[config.mk]
export PLATFORM = sky130hd
export DESIGN_NAME = icache_top
export DESIGN_NICKNAME = d
export VERILOG_FILES = /design/src/logic/icache_pkg.sv /design/src/logic/icache_refill_if.sv /design/src/logic/icache_sram.sv /design/src/logic/icache_rsp_buffer.sv /design/src/logic/icache_lookup.sv /design/src/logic/icache_miss_handler.sv /design/src/logic/icache_top.sv
export SDC_FILE = /design/constraint.sdc
export NUM_CORES = 2
export LEC_CHECK = 0
export ABC_AREA = 1
export BUFFER_PORTS_ARGS = -buffer_cell sky130_fd_sc_hd__buf_2
export CORE_MARGIN = 2
export CORE_UTILIZATION = 50
export DETAILED_ROUTE_END_ITERATION = 8
export PLACE_DENSITY = 0.61
export SETUP_SLACK_MARGIN = 0.5
export SLEW_MARGIN = 10
export SYNTH_ARGS = -nofsm -noshare
export SYNTH_HDL_FRONTEND = slang
export SYNTH_SLANG_ARGS = --single-unit
[constraint.sdc]
create_clock -name clk_i -period 12.97 [get_ports clk_i]
set_input_delay 3.891 -clock clk_i [delete_from_list [all_inputs] [get_ports clk_i]]
set_output_delay 3.891 -clock clk_i [all_outputs]
set_load 0.02 [all_outputs]
[src/logic/icache_pkg.sv]
// Geometry and shared types of the instruction cache
// Two ways of sixteen 64-bit lines fetched as two 32-bit words
// LINE_COUNT must stay a power of two for the clear counter in the lookup
package icache_pkg;

    localparam int FETCH_AW       = 32;
    localparam int WORD_WIDTH     = 32;
    localparam int LINE_WIDTH     = 64;
    localparam int LINE_ALIGN     = 3;
    localparam int LINE_COUNT     = 16;
    localparam int COUNT_ALIGN    = 4;
    localparam int SET_COUNT      = 2;
    localparam int SET_ALIGN      = 1;
    localparam int TAG_WIDTH      = FETCH_AW - LINE_ALIGN - COUNT_ALIGN;
    localparam int ID_WIDTH       = 4;
    localparam int BEATS_PER_LINE = 2;

    typedef logic [FETCH_AW-1:0]    addr_t;
    typedef logic [ID_WIDTH-1:0]    id_t;
    typedef logic [LINE_WIDTH-1:0]  line_t;
    typedef logic [WORD_WIDTH-1:0]  word_t;
    typedef logic [TAG_WIDTH-1:0]   tag_t;
    typedef logic [COUNT_ALIGN-1:0] index_t;
    typedef logic [SET_ALIGN-1:0]   set_t;

    // Stored tag word
    // The error bit marks a line fetched with a bus error
    typedef struct packed {
        logic valid;
        logic error;
        tag_t tag;
    } tag_entry_t;

    // Result of one lookup as handed to the miss handler
    typedef struct packed {
        addr_t addr;
        id_t   id;
        set_t  set;
        logic  hit;
        line_t data;
        logic  error;
    } lookup_rsp_t;

endpackage

[src/logic/icache_refill_if.sv]
// Line write channel from the miss handler into the lookup RAMs
// A write transfers on a cycle where valid and ready are both high
interface icache_refill_if;
    import icache_pkg::*;

    index_t index;
    set_t   set;
    line_t  data;
    tag_t   tag;
    logic   error;
    logic   valid;
    logic   ready;

    // Miss handler side
    modport refill_src (
        output index, set, data, tag, error, valid,
        input  ready
    );

    // Lookup side
    modport refill_dst (
        input  index, set, data, tag, error, valid,
        output ready
    );

endinterface

[src/logic/icache_sram.sv]
// Single-port RAM with a registered read port
// Read data appears one cycle after a read request and holds until the next read
// A write does not update the read data
module icache_sram #(
    parameter int NumWords  = 16,
    parameter int DataWidth = 32
) (
    input  logic                 clk_i,
    input  logic                 rst_ni,
    input  logic                 req_i,
    input  logic                 we_i,
    input  icache_pkg::index_t   addr_i,
    input  logic [DataWidth-1:0] wdata_i,
    output logic [DataWidth-1:0] rdata_o
);

    logic [DataWidth-1:0] mem [NumWords];
    logic [DataWidth-1:0] rdata_q;

    always_ff @(posedge clk_i) begin
        if (req_i && we_i) begin
            mem[addr_i] <= wdata_i;
        end
    end

    always_ff @(posedge clk_i or negedge rst_ni) begin
        if (!rst_ni) begin
            rdata_q <= '0;
        end else if (req_i && !we_i) begin
            rdata_q <= mem[addr_i];
        end
    end

    assign rdata_o = rdata_q;

endmodule

[src/logic/icache_rsp_buffer.sv]
// One-entry fall-through buffer for lookup results
// Input passes straight through when empty and the consumer is ready
// Accepts new data only while empty
module icache_rsp_buffer (
    input  logic                    clk_i,
    input  logic                    rst_ni,
    input  logic                    valid_i,
    output logic                    ready_o,
    input  icache_pkg::lookup_rsp_t data_i,
    output logic                    valid_o,
    input  logic                    ready_i,
    output icache_pkg::lookup_rsp_t data_o
);

    logic                    full_q;
    icache_pkg::lookup_rsp_t data_q;

    always_ff @(posedge clk_i or negedge rst_ni) begin
        if (!rst_ni) begin
            full_q <= 1'b0;
        end else if (full_q) begin
            if (ready_i) begin
                full_q <= 1'b0;
            end
        end else if (valid_i && !ready_i) begin
            full_q <= 1'b1;
        end
    end

    // Capture only when the consumer stalls
    always_ff @(posedge clk_i) begin
        if (!full_q && valid_i && !ready_i) begin
            data_q <= data_i;
        end
    end

    assign ready_o = ~full_q;
    assign valid_o = full_q | valid_i;
    assign data_o  = full_q ? data_q : data_i;

    // A stalled result stays put until the consumer takes it
    a_stable_when_stalled : assert property (
        @(posedge clk_i) disable iff (!rst_ni)
        valid_o && !ready_i |=> valid_o && $stable(data_o)
    ) else $error("lookup result changed while stalled");

endmodule

[src/logic/icache_lookup.sv]
// Parallel tag and data lookup over all ways
// One shared RAM port with priority clear, then refill write, then read
// Results are valid one cycle after the request and buffered on a stall
// New reads are only accepted while the downstream consumer is ready
module icache_lookup (
    input  logic                    clk_i,
    input  logic                    rst_ni,
    input  logic                    flush_valid_i,
    output logic                    flush_ready_o,
    input  icache_pkg::addr_t       in_addr_i,
    input  icache_pkg::id_t         in_id_i,
    input  logic                    in_valid_i,
    output logic                    in_ready_o,
    output icache_pkg::lookup_rsp_t out_rsp_o,
    output logic                    out_valid_o,
    input  logic                    out_ready_i,
    icache_refill_if.refill_dst     refill
);
    import icache_pkg::*;

    logic [COUNT_ALIGN:0] init_q;
    logic                 clearing;
    index_t               ram_addr;
    logic [SET_COUNT-1:0] ram_en;
    logic                 ram_we;
    logic                 ram_we_q;
    tag_entry_t           ram_wtag;
    line_t                ram_wdata;
    tag_entry_t           ram_rtag [SET_COUNT];
    line_t                ram_rdata [SET_COUNT];
    logic                 valid_q;
    addr_t                addr_q;
    id_t                  id_q;
    logic [SET_COUNT-1:0] line_hit;
    lookup_rsp_t          rsp_d;
    logic                 buffer_ready;

    // Top bit of the counter marks that all lines are cleared
    assign clearing      = ~init_q[COUNT_ALIGN];
    assign flush_ready_o = ~clearing;

    always_ff @(posedge clk_i or negedge rst_ni) begin
        if (!rst_ni) begin
            init_q <= '0;
        end else if (flush_valid_i && flush_ready_o) begin
            init_q <= '0;
        end else if (clearing) begin
            init_q <= init_q + 1'b1;
        end
    end

    always_comb begin
        ram_addr     = in_addr_i[LINE_ALIGN +: COUNT_ALIGN];
        ram_en       = '0;
        ram_we       = 1'b0;
        ram_wtag     = '{valid: 1'b1, error: refill.error, tag: refill.tag};
        ram_wdata    = refill.data;
        refill.ready = 1'b0;
        in_ready_o   = 1'b0;
        if (clearing) begin
            ram_addr  = init_q[COUNT_ALIGN-1:0];
            ram_en    = '1;
            ram_we    = 1'b1;
            ram_wtag  = '0;
            ram_wdata = '0;
        end else if (refill.valid) begin
            ram_addr     = refill.index;
            ram_en       = SET_COUNT'(1) << refill.set;
            ram_we       = 1'b1;
            refill.ready = 1'b1;
        end else begin
            in_ready_o = out_ready_i;
            ram_en     = {SET_COUNT{in_valid_i && out_ready_i}};
        end
    end

    always_ff @(posedge clk_i or negedge rst_ni) begin
        if (!rst_ni) begin
            valid_q  <= 1'b0;
            ram_we_q <= 1'b0;
        end else begin
            valid_q  <= in_valid_i && in_ready_o;
            ram_we_q <= ram_we;
        end
    end

    // Request metadata travels beside the RAM read
    always_ff @(posedge clk_i) begin
        if (in_valid_i && in_ready_o) begin
            addr_q <= in_addr_i;
            id_q   <= in_id_i;
        end
    end

    for (genvar w = 0; w < SET_COUNT; w++) begin : g_way
        icache_sram #(
            .NumWords  (LINE_COUNT),
            .DataWidth ($bits(tag_entry_t))
        ) u_tag_ram (
            .clk_i   (clk_i),
            .rst_ni  (rst_ni),
            .req_i   (ram_en[w]),
            .we_i    (ram_we),
            .addr_i  (ram_addr),
            .wdata_i (ram_wtag),
            .rdata_o (ram_rtag[w])
        );

        icache_sram #(
            .NumWords  (LINE_COUNT),
            .DataWidth (LINE_WIDTH)
        ) u_data_ram (
            .clk_i   (clk_i),
            .rst_ni  (rst_ni),
            .req_i   (ram_en[w]),
            .we_i    (ram_we),
            .addr_i  (ram_addr),
            .wdata_i (ram_wdata),
            .rdata_o (ram_rdata[w])
        );
    end

    // Walk down so the lowest hitting way wins
    always_comb begin
        rsp_d      = '0;
        rsp_d.addr = addr_q;
        rsp_d.id   = id_q;
        for (int w = SET_COUNT - 1; w >= 0; w--) begin
            line_hit[w] = ram_rtag[w].valid &&
                (ram_rtag[w].tag == addr_q[FETCH_AW-1 -: TAG_WIDTH]);
            if (line_hit[w]) begin
                rsp_d.set   = set_t'(w);
                rsp_d.data  = ram_rdata[w];
                rsp_d.error = ram_rtag[w].error;
            end
        end
        // Read data after a write cycle is stale
        rsp_d.hit = |line_hit && !ram_we_q;
    end

    icache_rsp_buffer u_rsp_buffer (
        .clk_i   (clk_i),
        .rst_ni  (rst_ni),
        .valid_i (valid_q),
        .ready_o (buffer_ready),
        .data_i  (rsp_d),
        .valid_o (out_valid_o),
        .ready_i (out_ready_i),
        .data_o  (out_rsp_o)
    );

    a_buffer_ready : assert property (
        @(posedge clk_i) disable iff (!rst_ni)
        valid_q |-> buffer_ready
    ) else $error("read result arrived at a full buffer");

    // Refills never place the same tag in two ways of one index
    a_single_hit : assert property (
        @(posedge clk_i) disable iff (!rst_ni)
        valid_q |-> $onehot0(line_hit)
    ) else $error("more than one way hit");

endmodule

[src/logic/icache_miss_handler.sv]
// Forwards hits and refills missing lines over a Wishbone classic master
// One miss at a time. The missing request stays held in the lookup buffer
// Lines are fetched as two single reads inside one bus cycle
// A bus error on either beat marks the whole line as erroneous
module icache_miss_handler (
    input  logic                    clk_i,
    input  logic                    rst_ni,
    input  icache_pkg::lookup_rsp_t lk_rsp_i,
    input  logic                    lk_valid_i,
    output logic                    lk_ready_o,
    icache_refill_if.refill_src     refill,
    output logic                    wb_cyc_o,
    output logic                    wb_stb_o,
    output logic                    wb_we_o,
    output icache_pkg::addr_t       wb_adr_o,
    input  icache_pkg::word_t       wb_dat_i,
    input  logic                    wb_ack_i,
    input  logic                    wb_err_i,
    output icache_pkg::word_t       rsp_word_o,
    output icache_pkg::id_t         rsp_id_o,
    output logic                    rsp_error_o,
    output logic                    rsp_valid_o,
    input  logic                    rsp_ready_i
);
    import icache_pkg::*;

    typedef enum logic [1:0] {
        StIdle,
        StFetch,
        StRefill,
        StRespond
    } state_e;

    state_e state_q;
    logic   cyc_q;
    logic   stb_q;
    logic   beat_q;
    logic   err_q;
    set_t   victim_q;
    line_t  line_q;
    logic   miss;
    logic   beat_done;
    line_t  rsp_line;

    assign miss      = lk_valid_i && !lk_rsp_i.hit;
    assign beat_done = stb_q && (wb_ack_i || wb_err_i);

    always_ff @(posedge clk_i or negedge rst_ni) begin
        if (!rst_ni) begin
            state_q  <= StIdle;
            cyc_q    <= 1'b0;
            stb_q    <= 1'b0;
            beat_q   <= 1'b0;
            err_q    <= 1'b0;
            victim_q <= '0;
        end else begin
            case (state_q)
                StIdle: begin
                    if (miss) begin
                        state_q <= StFetch;
                        cyc_q   <= 1'b1;
                        stb_q   <= 1'b1;
                        beat_q  <= 1'b0;
                        err_q   <= 1'b0;
                    end
                end
                StFetch: begin
                    if (beat_done) begin
                        stb_q <= 1'b0;
                        err_q <= err_q | wb_err_i;
                        if (beat_q == 1'(BEATS_PER_LINE - 1)) begin
                            cyc_q   <= 1'b0;
                            state_q <= StRefill;
                        end else begin
                            beat_q <= beat_q + 1'b1;
                        end
                    end else if (!stb_q) begin
                        // Strobe was low for one idle cycle
                        stb_q <= 1'b1;
                    end
                end
                StRefill: begin
                    if (refill.ready) begin
                        victim_q <= victim_q + 1'b1;
                        state_q  <= StRespond;
                    end
                end
                StRespond: begin
                    if (rsp_ready_i) begin
                        state_q <= StIdle;
                    end
                end
                default: state_q <= StIdle;
            endcase
        end
    end

    always_ff @(posedge clk_i) begin
        if (state_q == StFetch && beat_done) begin
            line_q[beat_q*WORD_WIDTH +: WORD_WIDTH] <= wb_dat_i;
        end
    end

    assign wb_cyc_o = cyc_q;
    assign wb_stb_o = stb_q;
    assign wb_we_o  = 1'b0;
    assign wb_adr_o = {lk_rsp_i.addr[FETCH_AW-1:LINE_ALIGN], beat_q, 2'b00};

    assign refill.valid = state_q == StRefill;
    assign refill.index = lk_rsp_i.addr[LINE_ALIGN +: COUNT_ALIGN];
    assign refill.set   = victim_q;
    assign refill.data  = line_q;
    assign refill.tag   = lk_rsp_i.addr[FETCH_AW-1 -: TAG_WIDTH];
    assign refill.error = err_q;

    // Hits come straight from the lookup, misses from the fetched line
    assign rsp_line    = (state_q == StRespond) ? line_q : lk_rsp_i.data;
    assign rsp_word_o  = lk_rsp_i.addr[2] ? rsp_line[LINE_WIDTH-1 -: WORD_WIDTH]
                                          : rsp_line[WORD_WIDTH-1:0];
    assign rsp_id_o    = lk_rsp_i.id;
    assign rsp_error_o = (state_q == StRespond) ? err_q : lk_rsp_i.error;
    assign rsp_valid_o = (state_q == StIdle && lk_valid_i && lk_rsp_i.hit) ||
                         state_q == StRespond;
    assign lk_ready_o  = rsp_ready_i &&
                         ((state_q == StIdle && !miss) || state_q == StRespond);

    a_stb_in_cyc : assert property (
        @(posedge clk_i) disable iff (!rst_ni)
        wb_stb_o |-> wb_cyc_o
    ) else $error("wishbone strobe outside a bus cycle");

endmodule

[src/logic/icache_top.sv]
// Two-way instruction cache with a Wishbone classic refill port
// In-order responses with one outstanding miss. Read only
// Fetch and flush ports are held low for LINE_COUNT cycles after reset
module icache_top (
    input  logic              clk_i,
    input  logic              rst_ni,
    input  icache_pkg::addr_t fetch_addr_i,
    input  icache_pkg::id_t   fetch_id_i,
    input  logic              fetch_valid_i,
    output logic              fetch_ready_o,
    output icache_pkg::word_t rsp_word_o,
    output icache_pkg::id_t   rsp_id_o,
    output logic              rsp_error_o,
    output logic              rsp_valid_o,
    input  logic              rsp_ready_i,
    input  logic              flush_valid_i,
    output logic              flush_ready_o,
    output logic              wb_cyc_o,
    output logic              wb_stb_o,
    output logic              wb_we_o,
    output icache_pkg::addr_t wb_adr_o,
    input  icache_pkg::word_t wb_dat_i,
    input  logic              wb_ack_i,
    input  logic              wb_err_i
);
    import icache_pkg::*;

    lookup_rsp_t lk_rsp;
    logic        lk_valid;
    logic        lk_ready;

    icache_refill_if refill_bus ();

    icache_lookup u_lookup (
        .clk_i         (clk_i),
        .rst_ni        (rst_ni),
        .flush_valid_i (flush_valid_i),
        .flush_ready_o (flush_ready_o),
        .in_addr_i     (fetch_addr_i),
        .in_id_i       (fetch_id_i),
        .in_valid_i    (fetch_valid_i),
        .in_ready_o    (fetch_ready_o),
        .out_rsp_o     (lk_rsp),
        .out_valid_o   (lk_valid),
        .out_ready_i   (lk_ready),
        .refill        (refill_bus.refill_dst)
    );

    icache_miss_handler u_miss_handler (
        .clk_i       (clk_i),
        .rst_ni      (rst_ni),
        .lk_rsp_i    (lk_rsp),
        .lk_valid_i  (lk_valid),
        .lk_ready_o  (lk_ready),
        .refill      (refill_bus.refill_src),
        .wb_cyc_o    (wb_cyc_o),
        .wb_stb_o    (wb_stb_o),
        .wb_we_o     (wb_we_o),
        .wb_adr_o    (wb_adr_o),
        .wb_dat_i    (wb_dat_i),
        .wb_ack_i    (wb_ack_i),
        .wb_err_i    (wb_err_i),
        .rsp_word_o  (rsp_word_o),
        .rsp_id_o    (rsp_id_o),
        .rsp_error_o (rsp_error_o),
        .rsp_valid_o (rsp_valid_o),
        .rsp_ready_i (rsp_ready_i)
    );

endmodule

* After elaboration in Yosys (flattened, before gate mapping)
Memory sizes are Yosys's and may differ from the RTL's. A register that Yosys moved wholly into a read port is not among the register bits.
Index checks and enable logic that the tools add are counted.
** Cells by class
- Reductions and logical operators :: 41
- Equality and inequality tests :: 11
- Add/sub/neg operators :: 4
- Bitwise operators :: 2
- Mux-type cells :: 47
- Shift-type cells :: 3
** Operators by type and width (count)
- two-way mux 65 bit :: 2
- two-way mux 64 bit :: 2
- two-way mux 103 bit :: 1
- bitwise mux 64 bit :: 1
- variable shift 32 x 34 -> 64 bit (first input constant) :: 1
- variable part select 32 x 34 -> 64 bit :: 1
- equality test 25 bit :: 2
- negation 6 -> 34 bit :: 1
- two-way mux 32 bit :: 1
- two-way mux 27 bit :: 1
- two-way mux 1 bit :: 23
- logical AND 1 bit :: 20
- two-way mux 2 bit :: 7
- logical NOT 1 bit :: 10
- two-way mux 5 bit :: 2
- two-way mux 4 bit :: 2
- inequality test 2 x 1 -> 1 bit (second input constant) :: 4
- case mux 1 bit (2 select lines) :: 4
- case mux 2 bit (4 select lines) :: 1
- adder 5 x 1 -> 5 bit (second input constant) :: 1
- AND reduction 5 bit :: 1
- equality test 2 bit (second input constant) :: 2
- inequality test 2 bit (second input constant) :: 2
- AND reduction 2 bit :: 2
- other kinds (10) :: 14
** Word-level totals
- Register bits :: 218
- Input bits :: 75
- Memory bits (writable) :: 2912
- Memories kept :: 4
- Word-level logic and storage cells :: 132
** Memories
- u_lookup.g_way[0].u_data_ram.mem :: depth 16, width 64, rd ports 1, clocked after memory_dff 1, write ports 1, RTL line icache_sram.sv:17 : logic [DataWidth-1:0] mem [NumWords];
- u_lookup.g_way[1].u_data_ram.mem :: depth 16, width 64, rd ports 1, clocked after memory_dff 1, write ports 1, RTL line icache_sram.sv:17
- u_lookup.g_way[0].u_tag_ram.mem :: depth 16, width 27, rd ports 1, clocked after memory_dff 1, write ports 1, RTL line icache_sram.sv:17
- u_lookup.g_way[1].u_tag_ram.mem :: depth 16, width 27, rd ports 1, clocked after memory_dff 1, write ports 1, RTL line icache_sram.sv:17

* Depth between registers and ports, before layout
- Depth in word-level cells :: 17
- Gate-level depth with buffers :: 21
- Gate-level depth less buffers :: 20

* Modules after synthesis
From an unflattened synthesis, not the netlist that was laid out.
** Unflattened totals
- Cell total of the unflattened synthesis :: 13049
- Area, all modules :: 138619.2 um^2
** Modules (own cells, without submodules)
- icache_sram at u_lookup.g_way[0].u_data_ram :: sequential area each 32351.0 um^2, cells each 3973, times used 1, area an instance 44018.5 um^2
- icache_sram at u_lookup.g_way[1].u_data_ram :: sequential area each 32351.0 um^2, cells each 3973, times used 1, area an instance 43997.2 um^2
- icache_sram at u_lookup.g_way[0].u_tag_ram ... :: sequential area each 13648.1 um^2, cells each 1693, times used 2, area an instance 18642.9 um^2
- icache_lookup :: sequential area each 1256.2 um^2, cells each 757, times used 1, area an instance 4495.6 um^2
- icache_rsp_buffer :: sequential area each 3118.0 um^2, cells each 442, times used 1, area an instance 4469.3 um^2
- icache_miss_handler :: sequential area each 2097.0 um^2, cells each 518, times used 1, area an instance 4352.9 um^2

* Worst setup path before layout
No wires, ideal clock.
- Path kind :: in2reg
- Start point :: input fetch_addr_i[3]
- End point :: memory u_lookup.g_way[0].u_data_ram.mem[10][0] (netlist bit), enable pin
- Path slack :: 1069 ps
- Required time :: 12318 ps
- Cell stages on the path :: 9
- Path buffers :: 2
- Data arrival time :: 11249 ps
- Path through :: inv_1 -> o21ai_0 -> nand2_1 -> nand2_2 -> inv_2 -> buf_2 -> buf_1 -> nand2_1 -> nor3_1
** On the way
- Word-level cells in the longest chain between the ends :: 2
** Ends and longest elaborated chain
- start, declared :: RTL line icache_top.sv:7 : input icache_pkg::addr_t fetch_addr_i,
- two-way mux 4 bit :: RTL line icache_lookup.sv:66 : end else if (refill.valid) begin
- two-way mux 4 bit :: RTL line icache_lookup.sv:60 : if (clearing) begin
- end, declared :: RTL line icache_sram.sv:17
Every way passes these cells.

==> parameters.txt <==
Parameter                              Value

Logic synthesis
  Dominant synthesized flop cell    sky130_fd_sc_hd__edfxtp_1
  Total of flip-flops plus latches after synthesis    3307
  Mean Syn Cell Area    13.3 um2
  Share of the synthesized area in the top cell type    72.3%
  YS warnings    0
  Synth Instances    9705
  Most area-consuming cells after synthesis    sky130_fd_sc_hd__edfxtp_1, sky130_fd_sc_hd__nand2_1, sky130_fd_sc_hd__nand3_1, sky130_fd_sc_hd__a22oi_1, sky130_fd_sc_hd__dfrtp_1
  Top post-synthesis cells by count    sky130_fd_sc_hd__edfxtp_1, sky130_fd_sc_hd__nand2_1, sky130_fd_sc_hd__nand3_1
  Number of enable-type register cells in the synthesized netlist    3110
  Number of distinct standard cells referenced by the synthesized netlist    47
  Largest area contributor in the netlist    sky130_fd_sc_hd__edfxtp_1
  Post-synth design cell area    129000 um2
  Leading cell type by number of instances after synthesis    sky130_fd_sc_hd__edfxtp_1
  Post-synthesis sequential area ratio    76.1%
  Post-synthesis async set-or-reset flop share    5.96%

Global route
  Overflow left after global routing    0
  First-pass GRT wire length    roughly 580000 um
  Number of antenna violations at the first check in global routing    7
  Maximum number of pins on one net before global-route repair    153
  Total routing usage reported by global routing    between 30% and 40%
  Via count of the first global-routing pass    82300

Pwr
  Maximum vdd drop    0.428 mV
  Power per standard cell area    286 nW/um2
  Leak    51.3 nW

STA
  Total Negative Setup Slacks    0 ps
  Slew Limit Fails    0
  Achievable Freq    between 0.1 and 0.15 GHz
  Minimum clock period after layout    9100 ps
  Fin crit share    70.2%
  RSZ-0062 raised after global routing    false
  Final count of hold timing violations    0
  Transition time at the pin with the least slew margin    1220 ps
  Worst slew margin relative to its limit    a little under a fifth
  Number of setup violations in the final report    0
  Hold slack final    457 ps
  Worst setup skew after layout    39.6 ps

Die
  Effective utilization at floorplan    just over 50%
  Core ar.    ~260000 um2
  Number of placed I/O pins    150
  Die extent in x    512 um
  Total die area    around 260000 um2
  Number of standard-cell rows in the floorplan    186
  Y dimension of the die    approximately 510 um

Drt
  Wire length per cell after detailed routing    30.5 um
  Total routed wirelength    approximately 410000 um
  Via total after detailed routing    between 80000 and 90000
  Via/cell ratio    6.33
  Count of TritonRoute iterations in the first routing pass    8
  Post-detailed-route count of antenna-violating nets    0
  Detailed router's first-iteration violation count    11500
  Residual DRC count    0

Final layout
  Layout cells sized above 1    9.25%
  Final layout net count    9823
  Synthesis-to-finish area growth    11.4%

Clock tree
  TritonCTS sink count    between 3000 and 4000
  Root Buffer    sky130_fd_sc_hd__clkbuf_16
  Clock tree from TritonCTS    built
  Worst-path clk slew    60 ps
  Post-CTS setup repair buffer count    0
  Clk_lat worst skew    970 ps
  Post-CTS Hold Buffers    0
  Number of CTS-inserted buffers    about 340
  Post_cts resized    0
  Deepest level of the CTS H-tree    5
  Buffer depth of the longest clock path    4

Setup path
  Kind of end point of the critical path    output pin
  Critical-path cell list    inv_1, nand2_1, nand4_1, nor3_1, nand4_1, nor2_4, buf_4, buf_4, nand3_1, nand2_1, a21oi_1, o21ai_1, buf_2
  Endpoint required time on the critical path    9080 ps
  Data arrival time of the critical path    5210 ps
  Worst path slowest cell    sky130_fd_sc_hd__buf_4
  Startpoint kind of the worst setup timing path    flop
  Largest driver fanout on the critical path    42
  Biggest cell delay along the critical path    830 ps
  Crit Path Class    flop to output pin
  R2r worst-path depth    15

Hold path
  Classification of the worst-slack hold path    flop to flop
  Min-Delay Path Depth    0

Run
  Maxcap violations    0

Placed design
  Gpl congestion    0.875
  IO buf count    between 100 and 150
  Detailed placer's ending HPWL    a little under 200000 um

Run status
  Status    finished clean
-- layout make-up --
type / count / area, um2
Antenna cell: 7 / 17.5
Clock buffer: 455 / 9360
Clock inverter: 142 / 1170
Fill cell: 20500 / 113000
Inverter: 268 / 1040
Multi-Input combinational cell: 5481 / 27300
Sequential cell: 3307 / 98300
Tap cell: 3384 / 4230
Timing Repair Buffer: 347 / 2560
-- registers in the layout, indices dropped and copies added, names as in the netlist, 2 cells and up --
| name | count |
|---|---|
| u_lookup.u_rsp_buffer.data_q | 100 |
| u_lookup.g_way.u_data_ram.rdata_o | 128 |
| u_lookup.addr_q | 30 |
| u_lookup.g_way.u_tag_ram.mem | 864 |
| u_lookup.g_way.u_data_ram.mem | 2048 |
| u_lookup.init_q | 5 |
| u_lookup.id_q | 4 |
| u_miss_handler.refill.data | 64 |
| u_lookup.g_way.u_tag_ram.rdata_o | 54 |
| u_miss_handler.state_q | 2 |
-- layer usage --
layer | global-route usage, % | vias to the layer above | share of wire (%)
met5 | 0 | - | 0.0061
met4 | 12.2 | 4 | 4.2
met3 | 5.27 | 794 | 9.9
met2 | 49.3 | 4973 | 47
met1 | 41.3 | 43000 | 39
li1 | - | 35900 | -
-- critical path: cells and delay by family, from the launching register on --
family / cells / cell delay (ps)
AOI/OAI and AO/OA: 2 / 340
DFF: 1 / 430
and+or+nand+nor: 7 / 1710
buffers and inverters: 4 / 1680
-- logic make-up after synthesis --
| family | count (synthesis) | synth area share (%) |
|---|---|---|
| xor+xnor | 11 | 0.0745 |
| flops | 3307 | 76.1 |
| fa+ha+maj | 5 | 0.0484 |
| buf+inv | 919 | 3.11 |
| simple gates | 4485 | 15.4 |
| other cells | 1 | 0.00290 |
| compound gates | 977 | 5.33 |
-- final timing paths --
| kind | startpoint | to | slack, ps |
|---|---|---|---|
| min in group asynchronous | rst_ni | u_lookup.g_way[0].u_tag_ram.rdata_o[14] | 2920 |
| setup reg to reg | u_lookup.init_q[4] | u_lookup.g_way[0].u_tag_ram.rdata_o[3] | 6390 |
| setup / recovery | u_lookup.addr_q[30] | rsp_word_o[24] | 3870 |
| hold / removal | u_lookup.id_q[0] | u_lookup.u_rsp_buffer.data_q[67] | 460 |
| hold reg to reg | u_lookup.id_q[0] | u_lookup.u_rsp_buffer.data_q[67] | 460 |
| max in group asynchronous | rst_ni | u_lookup.init_q[4] | 7890 |
-- report_power, final --
part | switching, mW | internal, mW
sequential | 0.760 | 15.3
clock | 3.96 | 5.40
combinational | 12.2 | 3.52
total | 16.9 | 24.2
-- stage by stage --
stage,utilization (%),worst slack [ps],instance area [um2],instances,total power [mW]
CTS,56.0,3910,144000,13400,41.0
floorplan,-,1070,129000,9707,25.8
detailed placement,51.9,4080,133000,12800,31.7
global placement,51.9,4050,133000,12800,31.5
finish,56.1,3870,144000,13400,41.1
global route,56.1,3840,144000,13400,42.8
-- placed cells by master, fill, tap and decap left out, types with 42 or more instances in the layout --
master	count
sky130_fd_sc_hd__clkbuf_16	344
sky130_fd_sc_hd__clkbuf_1	78
sky130_fd_sc_hd__buf_2	142
sky130_fd_sc_hd__dfrtp_1	194
sky130_fd_sc_hd__inv_1	245
sky130_fd_sc_hd__buf_4	179
sky130_fd_sc_hd__o211ai_1	42
sky130_fd_sc_hd__clkinv_1	49
sky130_fd_sc_hd__nand2_1	2408
sky130_fd_sc_hd__nand3_1	1549
sky130_fd_sc_hd__nand4_1	373
sky130_fd_sc_hd__nor2_1	88
sky130_fd_sc_hd__clkinv_2	64
sky130_fd_sc_hd__a22oi_1	729
sky130_fd_sc_hd__a21oi_1	55
sky130_fd_sc_hd__edfxtp_1	3110
sky130_fd_sc_hd__o21ai_0	97
Note: power is estimated with default switching activity, not from simulation.
